$ cat src/common/log_w.hex
// one 16-bit log_W entry per line, word index 0 to 15 within each class
// entries 0-15 class 0, 16-31 class 1, 32-47 class 2
0190
01a4
0172
01c8
0155
01b0
0188
019a
016e
01d2
0160
01bc
0184
0178
01a0
0064
0170
0188
0196
0150
01b4
0164
017c
01a8
0158
0190
01c0
016a
0182
019e
0174
0064
01b8
01a0
01c4
01d0
0190
01e2
01aa
01bc
01c8
0198
01d8
01b2
01a6
01ca
01c0
00e1

$ cat src/common/bayes_pkg.sv
package bayes_pkg;

    //==========================================================================
    // widths and sizes
    //==========================================================================
    localparam int N_CLASS      = 3;
    localparam int VOCAB_W      = 4;   // table index bits taken from a word byte
    localparam int SUM_W        = 24;  // log_w accumulator width
    localparam int RX_DEPTH_LOG = 4;
    localparam int TX_DEPTH_LOG = 4;

    typedef logic [7:0]         byte_t;
    typedef logic [VOCAB_W-1:0] word_idx_t;
    typedef logic [15:0]        log_w_t;
    typedef logic [31:0]        score_t;
    typedef logic [1:0]         class_t;

    //==========================================================================
    // byte protocol
    //==========================================================================
    localparam byte_t START_MARK = 8'hff;
    localparam byte_t END_MARK   = 8'hfe;
    localparam byte_t PING_MARK  = 8'hfd;
    localparam byte_t PING_REPLY = 8'h57;

    // cycles to wait after END so the last word reaches the sum
    localparam int SETTLE_CYCLES = 2;

    //==========================================================================
    // per-class model constants
    //==========================================================================
    localparam score_t LOG_D [N_CLASS] = '{32'd96, 32'd140, 32'd75};
    localparam score_t LOG_V [N_CLASS] = '{32'd420, 32'd390, 32'd450};

    // 16 entries per class, class 0 first
    localparam string LOG_W_FILE = "/design/src/common/log_w.hex";

endpackage

$ cat src/common/word_if.sv
`timescale 1ns/1ns

// word stream from the frame controller to every class scorer
interface word_if import bayes_pkg::*; ();

    logic  start;   // pulse when the parameter byte is taken
    logic  enable;  // one strobe per word
    byte_t word;
    byte_t amount;  // word count N, held for the frame

    modport controller (
        output start,
        output enable,
        output word,
        output amount
    );

    modport scorer (
        input start,
        input enable,
        input word,
        input amount
    );

endinterface

$ cat src/source/sync_fifo.sv
`timescale 1ns/1ns

module sync_fifo #(
    parameter int DATA_W    = 8,
    parameter int DEPTH_LOG = 4
) (
    input  logic              clk,
    input  logic              rst,
    input  logic              we,
    input  logic [DATA_W-1:0] wdata,
    output logic              full,
    input  logic              re,
    output logic [DATA_W-1:0] rdata,
    output logic              empty
);

    logic [DATA_W-1:0]  mem [2**DEPTH_LOG];
    logic [DEPTH_LOG:0] wptr;  // msb is the wrap bit
    logic [DEPTH_LOG:0] rptr;
    logic               do_write;
    logic               do_read;

    assign do_write = we && !full;
    assign do_read  = re && !empty;

    always_ff @(posedge clk) begin
        if (!rst) begin
            wptr <= '0;
            rptr <= '0;
        end else begin
            if (do_write)
                wptr <= wptr + 1'b1;
            if (do_read)
                rptr <= rptr + 1'b1;
        end
    end

    always_ff @(posedge clk) begin
        if (do_write)
            mem[wptr[DEPTH_LOG-1:0]] <= wdata;
        if (do_read)
            rdata <= mem[rptr[DEPTH_LOG-1:0]];  // valid the cycle after the pop
    end

    // same slot, wrap bits differ -> one lap ahead
    assign empty = (wptr == rptr);
    assign full  = (wptr[DEPTH_LOG] != rptr[DEPTH_LOG]) &&
                   (wptr[DEPTH_LOG-1:0] == rptr[DEPTH_LOG-1:0]);

endmodule

$ cat src/controller/frame_controller.sv
`timescale 1ns/1ns

module frame_controller import bayes_pkg::*; (
    input  logic       clk,
    input  logic       rst,
    input  logic       rx_empty,
    output logic       rx_re,
    input  byte_t      rx_data,
    input  logic       tx_full,
    output logic       tx_we,
    output byte_t      tx_data,
    word_if.controller words,
    input  class_t     class_win
);

    typedef enum logic [2:0] {
        st_idle,
        st_param,
        st_words,
        st_settle,
        st_reply,
        st_ping
    } state_t;

    state_t     state;
    logic       byte_valid;  // rx_data holds the byte popped last cycle
    logic       reading;
    logic       settle_done;
    logic [1:0] cnt;         // settle wait, then reply byte index
    class_t     win_q;

    //==========================================================================
    // receive side, one byte in flight at a time
    //==========================================================================
    assign reading = (state == st_idle) || (state == st_param) || (state == st_words);
    assign rx_re   = reading && !rx_empty && !byte_valid;

    always_ff @(posedge clk) begin
        if (!rst)
            byte_valid <= 1'b0;
        else
            byte_valid <= rx_re;
    end

    assign settle_done = (state == st_settle) && (cnt == 2'(SETTLE_CYCLES - 1));

    //==========================================================================
    // protocol FSM
    //==========================================================================
    always_ff @(posedge clk) begin
        if (!rst) begin
            state        <= st_idle;
            cnt          <= '0;
            words.start  <= 1'b0;
            words.enable <= 1'b0;
        end else begin
            words.start  <= 1'b0;
            words.enable <= 1'b0;
            case (state)
                st_idle: begin
                    if (byte_valid && rx_data == START_MARK)
                        state <= st_param;
                    else if (byte_valid && rx_data == PING_MARK)
                        state <= st_ping;
                end
                st_param: begin
                    if (byte_valid) begin
                        words.start <= 1'b1;  // scorers clear their sums
                        state       <= st_words;
                    end
                end
                st_words: begin
                    if (byte_valid && rx_data == END_MARK) begin
                        state <= st_settle;
                        cnt   <= '0;
                    end else if (byte_valid) begin
                        words.enable <= 1'b1;
                    end
                end
                st_settle: begin
                    if (settle_done) begin
                        state <= st_reply;
                        cnt   <= '0;
                    end else begin
                        cnt <= cnt + 2'd1;
                    end
                end
                st_reply: begin
                    if (!tx_full && cnt == 2'd2) begin
                        state <= st_idle;
                        cnt   <= '0;
                    end else if (!tx_full) begin
                        cnt <= cnt + 2'd1;
                    end
                end
                st_ping: begin
                    if (!tx_full)
                        state <= st_idle;
                end
                default: state <= st_idle;
            endcase
        end
    end

    always_ff @(posedge clk) begin
        if (byte_valid && state == st_param)
            words.amount <= rx_data;
        if (byte_valid && state == st_words)
            words.word <= rx_data;
        if (settle_done)
            win_q <= class_win;  // sums have settled by now
    end

    // reply bytes, held while the tx FIFO is full
    assign tx_we = ((state == st_reply) || (state == st_ping)) && !tx_full;

    always_comb begin
        if (state == st_ping)
            tx_data = PING_REPLY;
        else if (cnt == 2'd0)
            tx_data = START_MARK;
        else if (cnt == 2'd1)
            tx_data = byte_t'(win_q);
        else
            tx_data = END_MARK;
    end

endmodule

$ cat src/classifier/class_scorer.sv
`timescale 1ns/1ns

module class_scorer import bayes_pkg::*; #(
    parameter int CLASS_ID = 0
) (
    input  logic   clk,
    input  logic   rst,
    word_if.scorer words,
    output score_t score
);

    log_w_t           rom [N_CLASS << VOCAB_W];  // whole file, this class uses its slice
    log_w_t           rom_q;
    logic             en_q;
    word_idx_t        idx;
    logic [SUM_W-1:0] sum_q;

    initial begin
        $readmemh(LOG_W_FILE, rom);
    end

    assign idx = words.word[VOCAB_W-1:0];  // low bits only

    always_ff @(posedge clk) begin
        if (words.enable)
            rom_q <= rom[CLASS_ID * (1 << VOCAB_W) + int'(idx)];
    end

    always_ff @(posedge clk) begin
        if (!rst) begin
            en_q  <= 1'b0;
            sum_q <= '0;
        end else begin
            en_q <= words.enable;
            if (words.start)
                sum_q <= '0;  // new frame
            else if (en_q)
                sum_q <= sum_q + SUM_W'(rom_q);
        end
    end

    // N*log_V - log_D - sum, wraps mod 2^32
    assign score = score_t'(words.amount) * LOG_V[CLASS_ID] - LOG_D[CLASS_ID]
                 - score_t'(sum_q);

endmodule

$ cat src/classifier/min_tree.sv
`timescale 1ns/1ns

module min_tree import bayes_pkg::*; #(
    parameter int LEAVES = N_CLASS,
    parameter int BASE   = 0
) (
    input  score_t scores [LEAVES],
    output class_t class_win,
    output score_t best
);

    if (LEAVES == 1) begin : g_leaf
        assign best      = scores[0];
        assign class_win = class_t'(BASE);
    end else begin : g_node
        score_t left_scores  [LEAVES/2];
        score_t right_scores [LEAVES - LEAVES/2];
        score_t left_best;
        score_t right_best;
        class_t left_win;
        class_t right_win;
        logic   take_left;

        // split into lower and upper halves
        always_comb begin
            for (int i = 0; i < LEAVES/2; i++)
                left_scores[i] = scores[i];
            for (int i = 0; i < LEAVES - LEAVES/2; i++)
                right_scores[i] = scores[LEAVES/2 + i];
        end

        min_tree #(.LEAVES(LEAVES/2), .BASE(BASE)) left_i (
            .scores    (left_scores),
            .class_win (left_win),
            .best      (left_best)
        );

        min_tree #(.LEAVES(LEAVES - LEAVES/2), .BASE(BASE + LEAVES/2)) right_i (
            .scores    (right_scores),
            .class_win (right_win),
            .best      (right_best)
        );

        assign take_left = (left_best < right_best);  // tie goes right
        assign best      = take_left ? left_best : right_best;
        assign class_win = take_left ? left_win : right_win;
    end

endmodule

$ cat src/source/bayes_classifier.sv
`timescale 1ns/1ns

module bayes_classifier import bayes_pkg::*; (
    input  logic  clk,
    input  logic  rst,
    input  logic  in_we,
    input  byte_t in_data,
    output logic  in_full,
    input  logic  out_re,
    output byte_t out_data,
    output logic  out_empty
);

    logic   rx_re;
    logic   rx_empty;
    byte_t  rx_data;
    logic   tx_we;
    logic   tx_full;
    byte_t  tx_data;
    class_t class_win;
    score_t scores [N_CLASS];

    word_if words_bus ();

    // host -> controller
    sync_fifo #(.DATA_W(8), .DEPTH_LOG(RX_DEPTH_LOG)) rx_fifo_i (
        .clk   (clk),
        .rst   (rst),
        .we    (in_we),
        .wdata (in_data),
        .full  (in_full),
        .re    (rx_re),
        .rdata (rx_data),
        .empty (rx_empty)
    );

    // controller -> host
    sync_fifo #(.DATA_W(8), .DEPTH_LOG(TX_DEPTH_LOG)) tx_fifo_i (
        .clk   (clk),
        .rst   (rst),
        .we    (tx_we),
        .wdata (tx_data),
        .full  (tx_full),
        .re    (out_re),
        .rdata (out_data),
        .empty (out_empty)
    );

    frame_controller ctrl_i (
        .clk       (clk),
        .rst       (rst),
        .rx_empty  (rx_empty),
        .rx_re     (rx_re),
        .rx_data   (rx_data),
        .tx_full   (tx_full),
        .tx_we     (tx_we),
        .tx_data   (tx_data),
        .words     (words_bus.controller),
        .class_win (class_win)
    );

    for (genvar g = 0; g < N_CLASS; g++) begin : g_scorer
        class_scorer #(.CLASS_ID(g)) scorer_i (
            .clk   (clk),
            .rst   (rst),
            .words (words_bus.scorer),
            .score (scores[g])
        );
    end

    min_tree #(.LEAVES(N_CLASS), .BASE(0)) tree_i (
        .scores    (scores),
        .class_win (class_win),
        .best      ()
    );

endmodule

$ cat config.mk
export PLATFORM = sky130hd
export DESIGN_NAME = bayes_classifier
export DESIGN_NICKNAME = d
export VERILOG_FILES = /design/src/common/bayes_pkg.sv /design/src/common/word_if.sv /design/src/source/sync_fifo.sv /design/src/controller/frame_controller.sv /design/src/classifier/class_scorer.sv /design/src/classifier/min_tree.sv /design/src/source/bayes_classifier.sv
export SDC_FILE = /design/constraint.sdc
export NUM_CORES = 1
export LEC_CHECK = 0
export BUFFER_PORTS_ARGS = -buffer_cell sky130_fd_sc_hd__buf_2
export CORE_UTILIZATION = 30
export DETAILED_ROUTE_END_ITERATION = 16
export PLACE_DENSITY = 0.46
export SYNTH_ARGS = -nofsm -noshare
export SYNTH_HDL_FRONTEND = slang
export SYNTH_SLANG_ARGS = --single-unit
$ cat constraint.sdc
create_clock -name clk -period 16.65 [get_ports clk]
set_input_delay 0.8325 -clock clk [delete_from_list [all_inputs] [get_ports clk]]
set_output_delay 0.8325 -clock clk [all_outputs]
set_load 0.02 [all_outputs]
==> impl_results.html <==
<table>
<tr><th>Metric</th><th>Value</th></tr>
<tr><th colspan="2">Outcome</th></tr>
<tr><td>Outcome</td><td>completed</td></tr>
<tr><th colspan="2">Detailed routing</th></tr>
<tr><td>Final antenna-violating net count</td><td>0</td></tr>
<tr><td>Highest metal layer with signal wires</td><td>met4</td></tr>
<tr><td>Routed length on met1</td><td>15180 µm</td></tr>
<tr><td>Number of vias in the routed layout</td><td>8369</td></tr>
<tr><td>Overall routed net length</td><td>31520 µm</td></tr>
<tr><td>Post-detailed-route DRC marker count</td><td>0</td></tr>
<tr><td>Number of iterations in the first detailed-routing pass</td><td>4</td></tr>
<tr><td>Routed length per placed instance</td><td>18.34 µm</td></tr>
<tr><td>Drt initial violations</td><td>396</td></tr>
<tr><td>Vias per cell</td><td>4.869</td></tr>
<tr><td>Routed length on met2</td><td>15160 µm</td></tr>
<tr><td>DR WL met3</td><td>538 µm</td></tr>
<tr><th colspan="2">Clock tree</th></tr>
<tr><td>H-Tree Depth</td><td>1</td></tr>
<tr><td>Clock tree from TritonCTS</td><td>built</td></tr>
<tr><td># resized after CTS</td><td>0</td></tr>
<tr><td>Clock Latency Late Sink</td><td>0.53 ns</td></tr>
<tr><td>TritonCTS buffer count</td><td>25</td></tr>
<tr><td>Clock tree sinks</td><td>240</td></tr>
<tr><td>Total setup buffers inserted after CTS</td><td>0</td></tr>
<tr><td>Clk slew on worst S/H paths</td><td>0.06 ns</td></tr>
<tr><td>Bufs on Longest Clock Path</td><td>3</td></tr>
<tr><td>CTS root buffer</td><td>sky130_fd_sc_hd__clkbuf_16</td></tr>
<tr><td>Cts hold-fix bufs</td><td>0</td></tr>
<tr><th colspan="2">Floorplan</th></tr>
<tr><td>Number of placement rows</td><td>79</td></tr>
<tr><td>Die extent in y</td><td>219.1 µm</td></tr>
<tr><td>Core area</td><td>46560 µm²</td></tr>
<tr><td>Starting Density</td><td>0.3038</td></tr>
<tr><td>Total I/O pin count</td><td>22</td></tr>
<tr><td>Die area</td><td>48010 µm²</td></tr>
<tr><td>Die X-Extent</td><td>219.1 µm</td></tr>
<tr><th colspan="2">STA</th></tr>
<tr><td>Final number of max-transition violations</td><td>0</td></tr>
<tr><td>Period utilization</td><td>0.4744</td></tr>
<tr><td>Min Tclk post-route</td><td>7.899 ns</td></tr>
<tr><td>Final setup violation count</td><td>0</td></tr>
<tr><td>Setup total negative slack</td><td>0 ns</td></tr>
<tr><td>Relative slew margins</td><td>0.1871</td></tr>
<tr><td>Max Freq</td><td>0.1266 GHz</td></tr>
<tr><td>Worst Max-Slew Pin Slew</td><td>1.219 ns</td></tr>
<tr><td>Setup repair after global routing missed its margin</td><td>false</td></tr>
<tr><td>Setup Skew</td><td>0.009167 ns</td></tr>
<tr><td>Number of hold violations in the final report</td><td>0</td></tr>
<tr><th colspan="2">Setup path</th></tr>
<tr><td>Cell family with most CP delay</td><td>compound AO/OA/AOI/OAI gates</td></tr>
<tr><td>Buffers &amp; Inverters on Critical Path</td><td>5</td></tr>
<tr><td>Most repeated library cell on the critical path</td><td>sky130_fd_sc_hd__ha_1</td></tr>
<tr><td>Worst r2r src</td><td>ctrl_i.words.amount[3]$_DFFE_PP_</td></tr>
<tr><td>Element type at the critical path end</td><td>flip-flop</td></tr>
<tr><td>Signal arrival time at the worst endpoint</td><td>8.18 ns</td></tr>
<tr><td>Logic depth of the worst register-to-register path</td><td>31</td></tr>
<tr><td>Type of origin of the critical path</td><td>flip-flop</td></tr>
<tr><td>Crit Path Category</td><td>reg -&gt; reg</td></tr>
<tr><td>Worst path slowest cell</td><td>sky130_fd_sc_hd__edfxtp_1</td></tr>
<tr><td>Delay of the slowest cell on the worst path</td><td>0.63 ns</td></tr>
<tr><td>Slack of the worst reg-to-reg path</td><td>8.75 ns</td></tr>
<tr><td>Maximum fanout along the worst path</td><td>14</td></tr>
<tr><td>Critical path required time</td><td>16.93 ns</td></tr>
<tr><td>Capturing point of the worst reg2reg path</td><td>ctrl_i.win_q[0]$_SDFFCE_PN0P_</td></tr>
<tr><th colspan="2">Min path</th></tr>
<tr><td>Origin of the worst min-delay path</td><td>rx_fifo_i.rdata[3]$_DFFE_PP_</td></tr>
<tr><td>Worst hold path type</td><td>reg -&gt; reg</td></tr>
<tr><td>Endpoint of the worst hold path</td><td>ctrl_i.words.amount[3]$_DFFE_PP_</td></tr>
<tr><td>Hold Crit Depth</td><td>0</td></tr>
<tr><th colspan="2">Synthesis</th></tr>
<tr><td>Post-synth EDFFs</td><td>214</td></tr>
<tr><td>Post-synthesis sequential element count</td><td>240</td></tr>
<tr><td>Post-synthesis net count</td><td>1257</td></tr>
<tr><td>Top cells by area, synth</td><td>sky130_fd_sc_hd__edfxtp_1 45%, sky130_fd_sc_hd__ha_1 13%, sky130_fd_sc_hd__mux4_2 9.6%</td></tr>
<tr><td>Syn avg cell area</td><td>13.12 µm²</td></tr>
<tr><td>Share of flip-flops with an asynchronous set or reset</td><td>0</td></tr>
<tr><td>Leading cell type by number of instances after synthesis</td><td>sky130_fd_sc_hd__edfxtp_1</td></tr>
<tr><td>Post-synthesis cell type with the largest combined area</td><td>sky130_fd_sc_hd__edfxtp_1</td></tr>
<tr><td>Cells after synthesis</td><td>1078</td></tr>
<tr><td>Top_reg_cell synth</td><td>sky130_fd_sc_hd__edfxtp_1</td></tr>
<tr><td>Combined area of all synthesized cells</td><td>14140 µm²</td></tr>
<tr><td>Top-area cell type share of the netlist area</td><td>0.4544</td></tr>
<tr><td>Synth top cells by count</td><td>214 x sky130_fd_sc_hd__edfxtp_1, 149 x sky130_fd_sc_hd__ha_1, 71 x sky130_fd_sc_hd__nor2_1</td></tr>
<tr><td>Yosys warning count</td><td>0</td></tr>
<tr><td>Yosys cell types</td><td>73</td></tr>
<tr><td>Register area share after synthesis</td><td>0.4912</td></tr>
<tr><th colspan="2">Finish</th></tr>
<tr><td>Post-layout net count</td><td>1274</td></tr>
<tr><td>Layout cell share with drive strength beyond 1</td><td>0.1349</td></tr>
<tr><td>Area delta synth-&gt;final</td><td>10.94%</td></tr>
<tr><td>Antenna diode count</td><td>0</td></tr>
<tr><td>Utilization after layout</td><td>0.3370</td></tr>
<tr><td>Filler Cell Count</td><td>4527</td></tr>
<tr><th colspan="2">Power</th></tr>
<tr><td>Static leakage power</td><td>5.675 nW</td></tr>
<tr><td>Peak ir drop on the vdd network</td><td>82.44 µV</td></tr>
<tr><td>Power after layout</td><td>2.183 mW</td></tr>
<tr><td>Power per standard cell area</td><td>139.1 nW/µm²</td></tr>
<tr><th colspan="2">Global route</th></tr>
<tr><td>Grt ovf</td><td>0</td></tr>
<tr><td>Number of antenna violations at the first check in global routing</td><td>0</td></tr>
<tr><td>Overall fraction of global-route tracks in use</td><td>0.1361</td></tr>
<tr><td>Maximum number of pins on one net before global-route repair</td><td>37</td></tr>
<tr><td>Vias in the first global route</td><td>8650</td></tr>
<tr><td>First-pass GRT wire length</td><td>50290 µm</td></tr>
<tr><th colspan="2">Placement</th></tr>
<tr><td>Weighted congestion reported at the end of routability-driven placement</td><td>0.8022</td></tr>
<tr><td>Placed wire-length estimate</td><td>22880 µm</td></tr>
<tr><td>Buffers added on ports</td><td>21</td></tr>
<tr><th colspan="2">Job</th></tr>
<tr><td>Maximum Capacitance Violations</td><td>0</td></tr>
</table>
==> worst reg2reg max path: cells and delay by family, from the launching register on <==
family / cells / cell delay (ns)
AOI/OAI and AO/OA: 12 / 2.74
xor gates and xnor gates: 1 / 0.12
adders and majority gates: 7 / 2.42
buffers and inverters: 5 / 0.68
DFF: 1 / 0.63
and+or+nand+nor: 6 / 1.04
==> cell families (layout without fill, tap and decap cells) <==
group | Yosys count | in the layout | share of synthesized area
compound gates | 155 | 155 | 0.07582
buf+inv | 105 | 139 | 0.03043
xor+xnor | 78 | 78 | 0.04884
fa+ha+maj | 167 | 167 | 0.1573
mux | 65 | 65 | 0.09909
flops | 240 | 240 | 0.4912
simple gates | 268 | 268 | 0.09732
==> cell type report <==
class	instances	area [µm²]	area share
clock buffers	30	644.4	0.04107
clock inverters	14	136.4	0.008692
inverters	67	251.5	0.01603
multi-input cells	733	6792	0.4329
flip-flops and latches	240	6949	0.4429
well taps	607	759.5	0.04841
repair buffers	28	157.7	0.01005
==> registers in the layout, summed over array words and instances (netlist names) <==
register and cells:
rx_fifo_i.mem 128, tx_fifo_i.mem 64, ctrl_i.words.amount 8, rx_fifo_i.rdata 8, rx_fifo_i.rptr 5, rx_fifo_i.wptr 5, tx_fifo_i.rptr 5, tx_fifo_i.wptr 5
tx_fifo_i.rdata 4, ctrl_i.state 3, ctrl_i.cnt 2, ctrl_i.win_q 2, ctrl_i.byte_valid 1
==> worst max-delay path by stage <==
| stage | startpoint | end | slack, ns | cells after the start |
|---|---|---|---|---|
| finish | ctrl_i.words.amount[3]$_DFFE_PP_ | ctrl_i.win_q[0]$_SDFFCE_PN0P_ | 8.75 | 31 |
| CTS | ctrl_i.words.amount[3]$_DFFE_PP_ | ctrl_i.win_q[0]$_SDFFCE_PN0P_ | 8.78 | 31 |
| global placement | ctrl_i.words.amount[3]$_DFFE_PP_ | ctrl_i.win_q[0]$_SDFFCE_PN0P_ | 9.03 | 31 |
| detailed placement | ctrl_i.words.amount[3]$_DFFE_PP_ | ctrl_i.win_q[0]$_SDFFCE_PN0P_ | 8.85 | 31 |
| floorplan | ctrl_i.words.amount[0]$_DFFE_PP_ | ctrl_i.win_q[0]$_SDFFCE_PN0P_ | 9.52 | 27 |
| global route | ctrl_i.words.amount[3]$_DFFE_PP_ | ctrl_i.win_q[0]$_SDFFCE_PN0P_ | 8.05 | 32 |
==> power by group <==
part           leakage (nW)  total, mW  internal, mW  switching [mW]
combinational          3.17      0.922         0.393           0.529
clock                 0.380      0.535         0.308           0.227
sequential             2.13      0.725         0.699          0.0265
==> layer usage <==
metal  vias to the layer above  track usage
met5                         -            0
met4                         0      0.03889
met3                        34      0.01067
met2                        94       0.2328
met1                      4142       0.1839
li1                       4099            -
==> cell usage in the layout (no fill, tap or decap), types with 6 or more instances in the layout <==
cell type / n
sky130_fd_sc_hd__buf_2: 21
sky130_fd_sc_hd__clkbuf_16: 25
sky130_fd_sc_hd__o21a_1: 12
sky130_fd_sc_hd__nor3_1: 27
sky130_fd_sc_hd__inv_1: 66
sky130_fd_sc_hd__nand2b_1: 14
sky130_fd_sc_hd__a21oi_1: 38
sky130_fd_sc_hd__nor2b_1: 19
sky130_fd_sc_hd__xnor2_1: 47
sky130_fd_sc_hd__dfxtp_1: 24
sky130_fd_sc_hd__a21o_1: 10
sky130_fd_sc_hd__o31ai_1: 6
sky130_fd_sc_hd__nand4_1: 14
sky130_fd_sc_hd__nand3_1: 10
sky130_fd_sc_hd__nor4_1: 8
sky130_fd_sc_hd__xor2_1: 30
sky130_fd_sc_hd__ha_1: 149
sky130_fd_sc_hd__edfxtp_1: 214
sky130_fd_sc_hd__and2_1: 18
sky130_fd_sc_hd__a211oi_1: 8
sky130_fd_sc_hd__fa_1: 18
sky130_fd_sc_hd__nand2_1: 48
sky130_fd_sc_hd__clkinv_2: 6
sky130_fd_sc_hd__mux4_2: 60
sky130_fd_sc_hd__o21ai_0: 28
sky130_fd_sc_hd__nor2_1: 71
sky130_fd_sc_hd__a21boi_0: 6
sky130_fd_sc_hd__buf_4: 7
==> metrics by stage <==
| stage | worst slack (ns) | cell area [µm²] | cells | hold WS [ns] |
|---|---|---|---|---|
| after floorplan | 9.524 | 14140 | 1078 | 0.4260 |
| after global placement | 9.033 | 14910 | 1675 | 0.4478 |
| after detailed placement | 8.851 | 14910 | 1675 | 0.4483 |
| after CTS | 8.784 | 15690 | 1719 | 0.4629 |
| after global routing | 8.046 | 15690 | 1719 | 0.4753 |
| final | 8.751 | 15690 | 1719 | 0.4606 |
Note: power is estimated with default switching activity, not from simulation.
